===== src/logic/sdram_consts.svh =====
`ifndef SDRAM_CONSTS_SVH
`define SDRAM_CONSTS_SVH

// SDRAM geometry, word addressed (bank, row, column from the top bit)
`define SDR_ROW_W   13
`define SDR_COL_W   9
`define SDR_BANK_W  2
`define SDR_WADDR_W (`SDR_BANK_W + `SDR_ROW_W + `SDR_COL_W)

// CPU side is byte addressed, one bit wider than the word address
`define CPU_ADDR_W  25

// Power-up wait before the first precharge-all, shortened so simulation stays quick
`define SDR_INIT_CYCLES 200

// Device timing in i_sysclk cycles
`define SDR_TRP  2      // Precharge to next command
`define SDR_TRCD 2      // ACTIVE to READ or WRITE
`define SDR_TRFC 7      // REFRESH to next command

// Read latency programmed into the mode register
`define SDR_CAS_LAT 2

// Cycles between periodic auto refreshes
`define SDR_REFRESH_CYCLES 780

`endif


===== src/logic/sdram_pkg.sv =====
`include "sdram_consts.svh"

package sdram_pkg;

    // One word address, seen either as a flat index or split into its fields
    typedef union packed {
        logic [`SDR_WADDR_W-1:0] flat;          // Word index as the adapter builds it
        struct packed {
            logic [`SDR_BANK_W-1:0] bank;       // Top bits select the bank
            logic [`SDR_ROW_W-1:0]  row;        // Opened by ACTIVE
            logic [`SDR_COL_W-1:0]  col;        // Given with READ or WRITE
        } brc;
    } sdr_addr_u;

    // Command lines as {n_cs, n_ras, n_cas, n_we}
    typedef enum logic [3:0] {
        CMD_LOAD_MODE = 4'b0000,
        CMD_REFRESH   = 4'b0001,
        CMD_PRECHARGE = 4'b0010,
        CMD_ACTIVE    = 4'b0011,
        CMD_WRITE     = 4'b0100,
        CMD_READ      = 4'b0101,
        CMD_NOP       = 4'b1111     // Chip deselected, the device sees no command
    } sdr_cmd_e;

endpackage


===== src/logic/sdram_controller.sv =====
`include "sdram_consts.svh"

module sdram_controller (
    input  logic                   i_sysclk,
    input  logic                   i_arst,
    input  logic                   i_we,           // Write request, held until o_wr_ack
    input  logic                   i_re,           // Read request, held until o_rd_ack
    input  sdram_pkg::sdr_addr_u   i_addr,         // Word address, read through its fields
    input  logic [15:0]            i_din,
    input  logic [1:0]             i_dm,           // High bit masks the upper byte
    input  logic [15:0]            i_sdr_data,     // DQ coming back from the device
    output logic [15:0]            o_dout,
    output logic                   o_init_done,
    output logic                   o_wr_ack,
    output logic                   o_rd_ack,
    output logic                   o_rd_valid,
    output logic                   o_refreshing,
    output logic                   o_sdr_cke,
    output logic                   o_sdr_n_cs,
    output logic                   o_sdr_n_ras,
    output logic                   o_sdr_n_cas,
    output logic                   o_sdr_n_we,
    output logic [`SDR_BANK_W-1:0] o_sdr_ba,
    output logic [`SDR_ROW_W-1:0]  o_sdr_addr,
    output logic [15:0]            o_sdr_data,
    output logic                   o_sdr_data_oe,
    output logic [1:0]             o_sdr_dqm
);

    localparam logic [3:0] ST_INIT_WAIT = 4'd0;    // Power-up delay with CKE high
    localparam logic [3:0] ST_INIT_PRE  = 4'd1;
    localparam logic [3:0] ST_INIT_REF1 = 4'd2;
    localparam logic [3:0] ST_INIT_REF2 = 4'd3;
    localparam logic [3:0] ST_INIT_MODE = 4'd4;
    localparam logic [3:0] ST_IDLE      = 4'd5;
    localparam logic [3:0] ST_REFRESH   = 4'd6;
    localparam logic [3:0] ST_ACTIVE    = 4'd7;    // Row open, waiting out tRCD
    localparam logic [3:0] ST_RW        = 4'd8;    // Column command is on the pins
    localparam logic [3:0] ST_CAS_WAIT  = 4'd9;
    localparam logic [3:0] ST_PRE_WAIT  = 4'd10;   // Auto precharge in progress

    localparam int CNT_W = $clog2(`SDR_INIT_CYCLES);
    localparam int REF_W = $clog2(`SDR_REFRESH_CYCLES);
    localparam int CAS_W = `SDR_CAS_LAT;

    logic [3:0]          r_state;
    logic [CNT_W-1:0]    r_cnt;           // Shared wait counter, counts down to zero
    logic                w_cnt_done;
    logic                r_is_wr;         // Direction of the access in flight
    sdram_pkg::sdr_cmd_e r_cmd;
    logic [REF_W-1:0]    r_ref_cnt;
    logic                r_ref_pending;
    logic                w_ref_start;
    logic [CAS_W-1:0]    r_rd_pipe;       // Tracks a READ until its data reaches DQ

    assign w_cnt_done  = (r_cnt == '0);
    assign w_ref_start = (r_state == ST_IDLE) && r_ref_pending;    // Refresh beats a request

    assign {o_sdr_n_cs, o_sdr_n_ras, o_sdr_n_cas, o_sdr_n_we} = r_cmd;

    // Interval timer, only running once the device is ready
    always_ff @(posedge i_sysclk or posedge i_arst) begin
        if (i_arst) begin
            r_ref_cnt     <= REF_W'(`SDR_REFRESH_CYCLES - 1);
            r_ref_pending <= 1'b0;
        end else if (o_init_done) begin
            if (w_ref_start)
                r_ref_pending <= 1'b0;                 // Taken by the FSM this cycle
            if (r_ref_cnt == '0) begin
                r_ref_cnt     <= REF_W'(`SDR_REFRESH_CYCLES - 1);
                r_ref_pending <= 1'b1;
            end else begin
                r_ref_cnt <= r_ref_cnt - 1'b1;
            end
        end
    end

    always_ff @(posedge i_sysclk or posedge i_arst) begin
        if (i_arst) begin
            r_state       <= ST_INIT_WAIT;
            r_cnt         <= CNT_W'(`SDR_INIT_CYCLES - 1);
            r_is_wr       <= 1'b0;
            r_cmd         <= sdram_pkg::CMD_NOP;
            o_sdr_cke     <= 1'b0;
            o_sdr_ba      <= '0;
            o_sdr_addr    <= '0;
            o_sdr_data    <= '0;
            o_sdr_data_oe <= 1'b0;
            o_sdr_dqm     <= 2'b00;
            o_init_done   <= 1'b0;
            o_refreshing  <= 1'b0;
            o_wr_ack      <= 1'b0;
            o_rd_ack      <= 1'b0;
        end else begin
            // Anything not issued below is a one-cycle NOP
            r_cmd         <= sdram_pkg::CMD_NOP;
            o_sdr_data_oe <= 1'b0;
            o_sdr_dqm     <= 2'b00;
            o_wr_ack      <= 1'b0;
            o_rd_ack      <= 1'b0;
            if (!w_cnt_done)
                r_cnt <= r_cnt - 1'b1;

            case (r_state)
                ST_INIT_WAIT: begin
                    o_sdr_cke <= 1'b1;                  // Clock enable comes up right away
                    if (w_cnt_done) begin
                        r_cmd          <= sdram_pkg::CMD_PRECHARGE;
                        o_sdr_addr     <= '0;
                        o_sdr_addr[10] <= 1'b1;         // A10 high closes all banks
                        r_cnt          <= CNT_W'(`SDR_TRP - 1);
                        r_state        <= ST_INIT_PRE;
                    end
                end
                ST_INIT_PRE, ST_INIT_REF1: begin
                    if (w_cnt_done) begin
                        r_cmd   <= sdram_pkg::CMD_REFRESH;
                        r_cnt   <= CNT_W'(`SDR_TRFC - 1);
                        r_state <= (r_state == ST_INIT_PRE) ? ST_INIT_REF1 : ST_INIT_REF2;
                    end
                end
                ST_INIT_REF2: begin
                    if (w_cnt_done) begin
                        // Burst length one, sequential, CAS latency in bits 6:4
                        r_cmd           <= sdram_pkg::CMD_LOAD_MODE;
                        o_sdr_ba        <= '0;
                        o_sdr_addr      <= '0;
                        o_sdr_addr[6:4] <= 3'(`SDR_CAS_LAT);
                        r_cnt           <= CNT_W'(`SDR_TRP - 1);    // Covers tMRD
                        r_state         <= ST_INIT_MODE;
                    end
                end
                ST_INIT_MODE: begin
                    if (w_cnt_done) begin
                        o_init_done <= 1'b1;
                        r_state     <= ST_IDLE;
                    end
                end
                ST_IDLE: begin
                    if (w_ref_start) begin
                        // Every bank is already closed by auto precharge
                        r_cmd        <= sdram_pkg::CMD_REFRESH;
                        o_refreshing <= 1'b1;
                        r_cnt        <= CNT_W'(`SDR_TRFC - 1);
                        r_state      <= ST_REFRESH;
                    end else if (i_we || i_re) begin
                        r_cmd      <= sdram_pkg::CMD_ACTIVE;
                        o_sdr_ba   <= i_addr.brc.bank;
                        o_sdr_addr <= i_addr.brc.row;
                        r_is_wr    <= i_we;
                        r_cnt      <= CNT_W'(`SDR_TRCD - 1);
                        r_state    <= ST_ACTIVE;
                    end
                end
                ST_REFRESH: begin
                    if (w_cnt_done) begin
                        o_refreshing <= 1'b0;
                        r_state      <= ST_IDLE;
                    end
                end
                ST_ACTIVE: begin
                    if (w_cnt_done) begin
                        // Column command with auto precharge, bank kept from ACTIVE
                        r_cmd <= r_is_wr ? sdram_pkg::CMD_WRITE : sdram_pkg::CMD_READ;
                        o_sdr_addr                 <= '0;
                        o_sdr_addr[`SDR_COL_W-1:0] <= i_addr.brc.col;
                        o_sdr_addr[10]             <= 1'b1;
                        if (r_is_wr) begin
                            o_sdr_data    <= i_din;
                            o_sdr_data_oe <= 1'b1;
                            o_sdr_dqm     <= i_dm;      // Write mask applies with zero latency
                            o_wr_ack      <= 1'b1;
                        end else begin
                            o_rd_ack <= 1'b1;
                        end
                        r_state <= ST_RW;
                    end
                end
                ST_RW: begin
                    r_cnt   <= CNT_W'(`SDR_CAS_LAT - 1);
                    r_state <= ST_CAS_WAIT;
                end
                ST_CAS_WAIT: begin
                    if (w_cnt_done) begin
                        r_cnt   <= CNT_W'(`SDR_TRP - 1);
                        r_state <= ST_PRE_WAIT;
                    end
                end
                ST_PRE_WAIT: begin
                    if (w_cnt_done)
                        r_state <= ST_IDLE;
                end
                default: r_state <= ST_IDLE;
            endcase
        end
    end

    // The read ack marks the READ cycle, data is sampled CAS clocks after the device took it
    always_ff @(posedge i_sysclk or posedge i_arst) begin
        if (i_arst) begin
            r_rd_pipe  <= '0;
            o_rd_valid <= 1'b0;
        end else begin
            r_rd_pipe  <= (r_rd_pipe << 1) | CAS_W'(o_rd_ack);
            o_rd_valid <= r_rd_pipe[CAS_W-1];
        end
    end

    always_ff @(posedge i_sysclk) begin
        if (r_rd_pipe[CAS_W-1])
            o_dout <= i_sdr_data;           // Held until the next read returns
    end

endmodule


===== src/logic/sdram_adapter.sv =====
`include "sdram_consts.svh"

module sdram_adapter (
    input  logic                   i_sysclk,
    input  logic                   i_arst,
    input  logic                   i_cpuclk,       // phi2 level, sampled on i_sysclk
    input  logic                   i_cs,
    input  logic                   i_rwb,          // Low for a write
    input  logic [`CPU_ADDR_W-1:0] i_addr,         // Byte address
    input  logic [7:0]             i_data,
    input  logic [15:0]            i_sdr_data,
    output logic [7:0]             o_data,
    output logic                   o_wait,         // Asks the CPU to stretch phi2
    output logic                   o_sdr_init_done,
    output logic                   o_sdr_cke,
    output logic                   o_sdr_n_cs,
    output logic                   o_sdr_n_ras,
    output logic                   o_sdr_n_cas,
    output logic                   o_sdr_n_we,
    output logic [1:0]             o_sdr_ba,
    output logic [12:0]            o_sdr_addr,
    output logic [15:0]            o_sdr_data,
    output logic                   o_sdr_data_oe,
    output logic [1:0]             o_sdr_dqm
);

    localparam logic [1:0] ST_WAIT    = 2'd0;      // Idle between CPU cycles
    localparam logic [1:0] ST_ACCESS  = 2'd1;      // Write selected, waiting for phi2 low
    localparam logic [1:0] ST_WR_PEND = 2'd2;
    localparam logic [1:0] ST_RD_PEND = 2'd3;

    logic [1:0]           r_state;
    logic                 r_we;          // Requests to the controller
    logic                 r_re;
    logic                 r_done;        // Ack or data seen for the current cycle
    sdram_pkg::sdr_addr_u r_addr;
    logic                 r_lane;        // Byte address bit 0, picks the half of the word
    logic [7:0]           r_wdata;
    logic [1:0]           r_dm;
    logic                 w_rd_start;
    logic                 w_wr_start;
    logic [15:0]          w_dout;
    logic                 w_wr_ack;
    logic                 w_rd_ack;
    logic                 w_rd_valid;
    logic                 w_refreshing;

    // Reads go out on the first selected high sample, the address is already stable
    assign w_rd_start = (r_state == ST_WAIT) && o_sdr_init_done && i_cs && i_cpuclk && i_rwb;
    // Write data is only trusted once phi2 has fallen
    assign w_wr_start = (r_state == ST_ACCESS) && !i_cpuclk;

    always_ff @(posedge i_sysclk or posedge i_arst) begin
        if (i_arst) begin
            r_state <= ST_WAIT;
            r_we    <= 1'b0;
            r_re    <= 1'b0;
            r_done  <= 1'b0;
        end else begin
            case (r_state)
                ST_WAIT: begin
                    r_done <= 1'b0;
                    if (w_rd_start) begin
                        r_re    <= 1'b1;
                        r_state <= ST_RD_PEND;
                    end else if (o_sdr_init_done && i_cs && i_cpuclk && !i_rwb) begin
                        r_state <= ST_ACCESS;
                    end
                end
                ST_ACCESS: begin
                    if (w_wr_start) begin
                        r_we    <= 1'b1;
                        r_state <= ST_WR_PEND;
                    end
                end
                ST_WR_PEND: begin
                    if (w_wr_ack) begin
                        r_we   <= 1'b0;         // Request drops the cycle after the ack
                        r_done <= 1'b1;
                    end
                    if (r_done && !i_cpuclk)
                        r_state <= ST_WAIT;
                end
                ST_RD_PEND: begin
                    if (w_rd_ack)
                        r_re <= 1'b0;
                    if (w_rd_valid)
                        r_done <= 1'b1;
                    // A read that ran long still waits for the low phase before rearming
                    if (r_done && !i_cpuclk)
                        r_state <= ST_WAIT;
                end
                default: r_state <= ST_WAIT;
            endcase
        end
    end

    always_ff @(posedge i_sysclk) begin
        if (w_rd_start || w_wr_start) begin
            r_addr.flat <= i_addr[`CPU_ADDR_W-1:1];      // Byte address halved to a word
            r_lane      <= i_addr[0];
            r_wdata     <= i_data;
            r_dm        <= i_addr[0] ? 2'b01 : 2'b10;    // Only the addressed lane is written
        end
        if ((r_state == ST_RD_PEND) && w_rd_valid)
            o_data <= r_lane ? w_dout[15:8] : w_dout[7:0];
    end

    // Wait follows the refresh, then is released on a low phase so phi2 restarts cleanly
    always_ff @(posedge i_sysclk or posedge i_arst) begin
        if (i_arst)
            o_wait <= 1'b0;
        else if (w_refreshing)
            o_wait <= 1'b1;
        else if (!i_cpuclk)
            o_wait <= 1'b0;
    end

    sdram_controller u_sdram_controller (
        .i_sysclk      (i_sysclk),
        .i_arst        (i_arst),
        .i_we          (r_we),
        .i_re          (r_re),
        .i_addr        (r_addr),
        .i_din         ({r_wdata, r_wdata}),     // Byte copied to both halves, mask picks one
        .i_dm          (r_dm),
        .i_sdr_data    (i_sdr_data),
        .o_dout        (w_dout),
        .o_init_done   (o_sdr_init_done),
        .o_wr_ack      (w_wr_ack),
        .o_rd_ack      (w_rd_ack),
        .o_rd_valid    (w_rd_valid),
        .o_refreshing  (w_refreshing),
        .o_sdr_cke     (o_sdr_cke),
        .o_sdr_n_cs    (o_sdr_n_cs),
        .o_sdr_n_ras   (o_sdr_n_ras),
        .o_sdr_n_cas   (o_sdr_n_cas),
        .o_sdr_n_we    (o_sdr_n_we),
        .o_sdr_ba      (o_sdr_ba),
        .o_sdr_addr    (o_sdr_addr),
        .o_sdr_data    (o_sdr_data),
        .o_sdr_data_oe (o_sdr_data_oe),
        .o_sdr_dqm     (o_sdr_dqm)
    );

endmodule


===== config.mk =====
export PLATFORM = sky130hd
export DESIGN_NAME = sdram_adapter
export DESIGN_NICKNAME = d
export VERILOG_FILES = /design/src/logic/sdram_pkg.sv /design/src/logic/sdram_controller.sv /design/src/logic/sdram_adapter.sv
export VERILOG_INCLUDE_DIRS = /design/src /design/src/logic
export SDC_FILE = /design/constraint.sdc
export NUM_CORES = 1
export LEC_CHECK = 0
export BUFFER_PORTS_ARGS = -buffer_cell sky130_fd_sc_hd__clkbuf_2
export CORE_ASPECT_RATIO = 1.25
export CORE_MARGIN = 4
export CORE_UTILIZATION = 45
export CTS_CLUSTER_DIAMETER = 30
export DETAILED_ROUTE_END_ITERATION = 16
export GPL_TIMING_DRIVEN = 0
export PLACE_DENSITY_LB_ADDON = 0.2
export SLEW_MARGIN = 40
export SYNTH_ARGS = -nofsm -noshare
export SYNTH_HDL_FRONTEND = slang
export SYNTH_SLANG_ARGS = --single-unit
export TNS_END_PERCENT = 20

===== constraint.sdc =====
create_clock -name i_sysclk -period 6.9 [get_ports i_sysclk]
set_clock_uncertainty 0.1 [all_clocks]
set_input_delay 1.035 -clock i_sysclk [delete_from_list [all_inputs] [get_ports i_sysclk]]
set_output_delay 1.035 -clock i_sysclk [all_outputs]
set_load 0.02 [all_outputs]

After elaboration in Yosys (flattened, before gate mapping):

Cells that the tools add are included.

* output and inout bits: 49
* bits of input ports: 54
* flip-flop bits (word level): 134
* word-level logic and storage cells: 173

* multiplexer cells: 67
* bitwise logic cells: 2
* reduce and logical (&&, ||, !) cells: 42
* add/sub/neg operators: 2
* equality and inequality tests: 32

Operator list (number)
* two-way mux 13 bit: 5
* two-way mux 4 bit: 14
* one-hot mux 13 bit (4 select lines): 1
* two-way mux 8 bit: 6
* one-hot mux 4 bit (8 select lines): 1
* one-hot mux 8 bit (4 select lines): 1
* != test 2 x 1 -> 1 bit, second input constant: 13
* two-way mux 2 bit: 11
* AND reduction 3 bit: 7
* two-way mux 1 bit: 20
* one-hot mux 4 bit (5 select lines): 1
* equality test 4 x 3 -> 1 bit, second input constant: 4
* equality test 4 bit, second input constant: 3
* logical AND 1 bit: 11
* logical NOT 10 bit: 1
* two-way mux 10 bit: 1
* nonzero test 2 bit: 5
* subtractor 10 x 1 -> 10 bit, second input constant: 1
* equality test 4 x 2 -> 1 bit, second input constant: 2
* logical NOT 8 bit: 1
* != test 2 bit, second input constant: 4
* subtractor 8 x 1 -> 8 bit, second input constant: 1
* AND reduction 7 bit: 1
* != test 3 x 2 -> 1 bit, second input constant: 2
* 20 further kinds: 28

Depth between registers and ports, before layout:

* word-level depth: 7
* gate-level depth with buffers: 10
* depth with buffers taken out: 9

Cells and area by module:

From an unflattened synthesis, not the netlist that was laid out.

* cell total of the unflattened synthesis: 403
* area total of the unflattened synthesis: 5474.0 µm²

By module, submodules not included
* sdram_controller: sequential area each 2224.6 µm², cells each 318, area an instance 3817.4 µm², times used 1
* sdram_adapter: sequential area each 1411.4 µm², cells each 85, area an instance 1656.6 µm², times used 1

Least setup slack after synthesis:

Ideal clock, no wire load.

* path type: input to register
* from: input port i_cpuclk
* to: register r_addr[0] in the netlist's numbering (enable)
* setup slack: 3.448 ns
* library setup time: 0.425 ns
* data required time: 6.375 ns
* stages: 4
* arrival time: 2.927 ns
* path buffers: 0
* cells stage by stage: nand3_1 nor3b_1 nor2_1 nor2_1

* cells in the longest elaborated chain, start to end: 3
* elaborated cells on any way between the ends: 5
* those cells by class: reduce/logical: 5

Ends and longest elaborated chain
* start: declaration: RTL line sdram_adapter.sv:6 `input logic i_cpuclk,`
* logical AND 1 bit / logical NOT 1 bit (equally long branches)
* logical AND 1 bit (on tied branches): RTL line sdram_adapter.sv:49, sdram_adapter.sv:51
* logical OR 1 bit (*): RTL line sdram_adapter.sv:99 `if (w_rd_start || w_wr_start) begin`
* end: declaration: RTL line sdram_adapter.sv:36 `sdram_pkg::sdr_addr_u r_addr;`

Every way passes the cells marked *; elsewhere a longest branch is shown, timed or not.
A chain may end at the register's enable or synchronous reset.

Final worst setup path:

* from: register u_sdram_controller.r_cnt[0]
* to: register u_sdram_controller.o_sdr_addr[5]

* cells in the longest elaborated chain, start to end: 3
* elaborated cells on any way between the ends: 5
* those cells by class: eq/ne: 3; reduce/logical: 2

Ends and longest elaborated chain
* start: declaration: RTL line sdram_controller.sv:47 `logic [CNT_W-1:0] r_cnt;`
* start signal: assignment: RTL line sdram_controller.sv:81 `` r_cnt <= CNT_W'(`SDR_INIT_CYCLES - 1); ``
* start signal: assignment: RTL line sdram_controller.sv:102 `r_cnt <= r_cnt - 1'b1;`
* start signal: assignment: RTL line sdram_controller.sv:111 `` r_cnt <= CNT_W'(`SDR_TRP - 1); ``
* logical NOT 8 bit (*): RTL line sdram_controller.sv:56 `assign w_cnt_done = (r_cnt == '0);`
* != test 2 x 1 -> 1 bit (no line)
* AND reduction 6 bit (no line) (*)
* end signal: assignment: RTL line sdram_controller.sv:128 `` o_sdr_addr[6:4] <= 3'(`SDR_CAS_LAT); ``
* end signal: assignment: RTL line sdram_controller.sv:149 `o_sdr_addr <= i_addr.brc.row;`
* end signal: indexed assignment: RTL line sdram_controller.sv:166 `` o_sdr_addr[`SDR_COL_W-1:0] <= i_addr.brc.col; ``
* end: declaration: RTL line sdram_controller.sv:24 `` output logic [`SDR_ROW_W-1:0] o_sdr_addr, ``

Marked as above.

==> flow_metrics.tcl <==
set metrics [dict create \
    rsz0062_at_grt "no" \
    syn2layout_area_growth_pct 24.1 \
    gr-total-overflow 0 \
    rows 44 \
    grt_usage_pct 16.5 \
    p_int_mw 1.79 \
    vias 3467 \
    clk_latency_ns 0.41 \
    syn_avg_cell_area_um2 13.5 \
    endpoint_kind "flop" \
    crit_arrival_ns 2.71 \
    routed_wl_mm 10.5 \
    wl_per_cell_um 15.8 \
    worst_slew_margin_rel_pct 46.7 \
    fin_nets 575 \
    cts_resized 0 \
    cts_tree "built" \
    hp-class "flop to flop" \
    core-area_mm2 0.0116 \
    cts_made_buffers 17 \
    yosysTopAreaCell "edfxtp_1" \
    cts_root_buf "clkbuf_16" \
    gp_congestion 0.891 \
    maxCapViolCount 0 \
    synth_edf_count 58 \
    worst_slew_pin_slew_ns 0.793 \
    die-area_mm2 0.0136 \
    synth_common_cells "edfxtp_1 (58), dfrtp_1 (53), nor2_1 (27), nand2_1 (26), mux2_2 (20)" \
    p_sw_mw 0.865 \
    comb_power_share_pct 30.1 \
    final.period_utilization_pct 36.6 \
    path_buf_inv 2 \
    max_freq_mhz 396 \
    grt_pass1_vias 3548 \
    startpoint_type "flop" \
    diodes 0 \
    die_y_um 129 \
    peakVddDrop_mv 0.207 \
    grt_max_degree 38 \
    synth_flop_cell "edfxtp_1" \
    ys_seq_elements 125 \
    power_frac_clock_pct 30.0 \
    powerDensity_mw_per_mm2 404 \
    final_layout_size_suffix_gt1_share_pct 38.4 \
    port_buffers 102 \
    synthTopCellsByArea "edfxtp_1 (33%), dfrtp_1 (25%), dfstp_2 (6.9%), mux2_2 (4.2%), mux2_4 (2.0%)" \
    hpwl_mm 7.71 \
    crit_path_start "u_sdram_controller.r_cnt[0]" \
    synth_most_common_cell "edfxtp_1" \
    htree_levels 4 \
    boundaryPins 103 \
    synth_cells 393 \
    async_reset_ff_share_pct 53.6 \
    drc_errors 0 \
    setup_violations 0 \
    ctsHoldBuffers 0 \
    status "finished, final reports clean" \
    synth.net_count 452 \
    worst_path_largest_cell_delay_ns 0.47 \
    slew_viol_final 0 \
    period_needed_ns 2.53 \
    hp-start "u_sdram_controller.r_rd_pipe[0]" \
    first_pass_iters 4 \
    ys_types 63 \
    post_cts_buffers 0 \
    synth-seq-area-share_pct 64.8 \
    first_iter_violations 145 \
    power.leakage_nw 2.71 \
    worstPathMaxFanout 10 \
    final_antenna_net_count 0 \
    timing.rr.start "u_sdram_controller.r_cnt[0]" \
    worstPathRequired_ns 7.09 \
    clkTransAtPathRegs_ns 0.05 \
    crit_path_top_delay_cell "a2111oi_4" \
    cp_top_family "compound AO/OA/AOI/OAI gates" \
    grt_pass1_wl_mm 17.3 \
    switching_share_pct 32.5 \
    utilization_pct 56.9 \
    hold-worst-slack_ns 0.259 \
    yosysWarnings 0 \
    initial_utilization_pct 45.9 \
    netlist_area_mm2 0.00530 \
    vias_per_cell 5.21 \
    finalHoldViolCount 0 \
    clockBufferDepth 2 \
    crit_type "flop to flop" \
    p_seq_share_pct 39.9 \
    antenna_found_initial 0 \
    die_w_um 105 \
    crit_chain "inv_1 > ha_1 > nor3b_4 > a22oi_2 > a2111oi_4 > buf_6 > mux2_4" \
    yosys.area.top_type_share_pct 32.8 \
    final.setup.tns_ns 0 \
    clock_sinks 125 \
]
## worst paths after layout
path	endpoint	slack (ns)	cells after the start
setup / recovery	u_sdram_controller.o_sdr_addr[5]	4.37	7
hold / removal	u_sdram_controller.r_rd_pipe[1]	0.26	0
setup reg to reg	u_sdram_controller.o_sdr_addr[5]	4.37	7
hold reg to reg	u_sdram_controller.r_rd_pipe[1]	0.26	0
max in group asynchronous	u_sdram_controller.r_ref_cnt[9]	5.66	3
min in group asynchronous	u_sdram_controller.o_sdr_data[11]	0.49	2
## power by group through the flow
stage	clock network, mW	registers (mW)	logic (mW)
after floorplan	0	1.12	0.527
after global placement	0	1.07	0.779
after detailed placement	0	1.08	0.803
after CTS	0.814	1.06	0.805
after global routing	0.848	1.08	0.881
final	0.796	1.06	0.801
## metal layers
| metal | wire, um | GRT usage, % |
|---|---|---|
| met5 | 0 | 0 |
| met4 | 179 | 7.49 |
| met3 | 485 | 4.93 |
| met2 | 5600 | 28.9 |
| met1 | 4280 | 18.8 |
## per-stage QoR
step / cells / cell area [um^2] / setup slack [ns] / power (mW)
2_1_floorplan: 393 / 5300 / 3.45 / 1.64
3_3_place_gp: 633 / 5990 / 2.45 / 1.85
3_5_place_dp: 635 / 6050 / 3.96 / 1.88
4_1_cts: 666 / 6580 / 4.36 / 2.68
5_1_grt: 666 / 6580 / 4.22 / 2.81
6_report: 666 / 6580 / 4.37 / 2.66
## layout make-up
cell class / instances / area, um^2
Buffer: 26 / 145
Clock buffer: 19 / 433
Clock inverter: 12 / 101
Fill cell: 995 / 4980
Inverter: 17 / 68.8
Multi-Input combinational cell: 225 / 1670
Sequential cell: 125 / 3440
Tap cell: 138 / 173
Timing Repair Buffer: 104 / 558
## cell families (layout without fill, tap and decap cells)
family | count (synthesis) | count (layout) | share of synthesized area [%]
AO/OA/AOI/OAI | 65 | 65 | 9.08
XOR/XNOR | 14 | 14 | 2.31
AND/OR/NAND/NOR | 108 | 108 | 11.3
adder cells (fa/ha/maj) | 5 | 5 | 1.18
buffers and inverters | 43 | 178 | 3.94
multiplexers | 33 | 33 | 7.38
flip-flops | 125 | 125 | 64.8
## cell usage in the layout, fill, tap and decap left out, drive strengths merged, types with 5 or more instances in the layout
cell / n
clkbuf: 133
edfxtp: 58
dfrtp: 53
mux2: 28
nor2: 27
nand2: 26
inv: 18
buf: 16
dfstp: 14
a21oi: 12
o21ai: 10
a22o: 9
xnor2: 8
clkinv: 8
nor3: 7
nand2b: 6
xor2: 6
nor2b: 6
or3: 5
a21o: 5
o22ai: 5
mux2i: 5
ha: 5
nand3: 5
## sequential cells by signal, indices dropped and copies added, names as in the netlist, 8 cells and up
name / cells
u_sdram_controller.o_sdr_addr: 13
u_sdram_controller.r_cnt: 8
u_sdram_controller.o_dout: 16
o_data: 8
r_wdata: 8
u_sdram_controller.r_ref_cnt: 10
r_addr: 24
u_sdram_controller.o_sdr_data: 8
## worst reg2reg max path: cells and delay by family, from the launching register on
| family | cells | cell delay, ns |
|---|---|---|
| buffers and inverters | 2 | 0.35 |
| muxes | 1 | 0.32 |
| DFF | 1 | 0.38 |
| adders and majority gates | 1 | 0.16 |
| AOI/OAI and AO/OA | 2 | 0.65 |
| and+or+nand+nor | 1 | 0.46 |
Power figures use the tool's default switching activity.
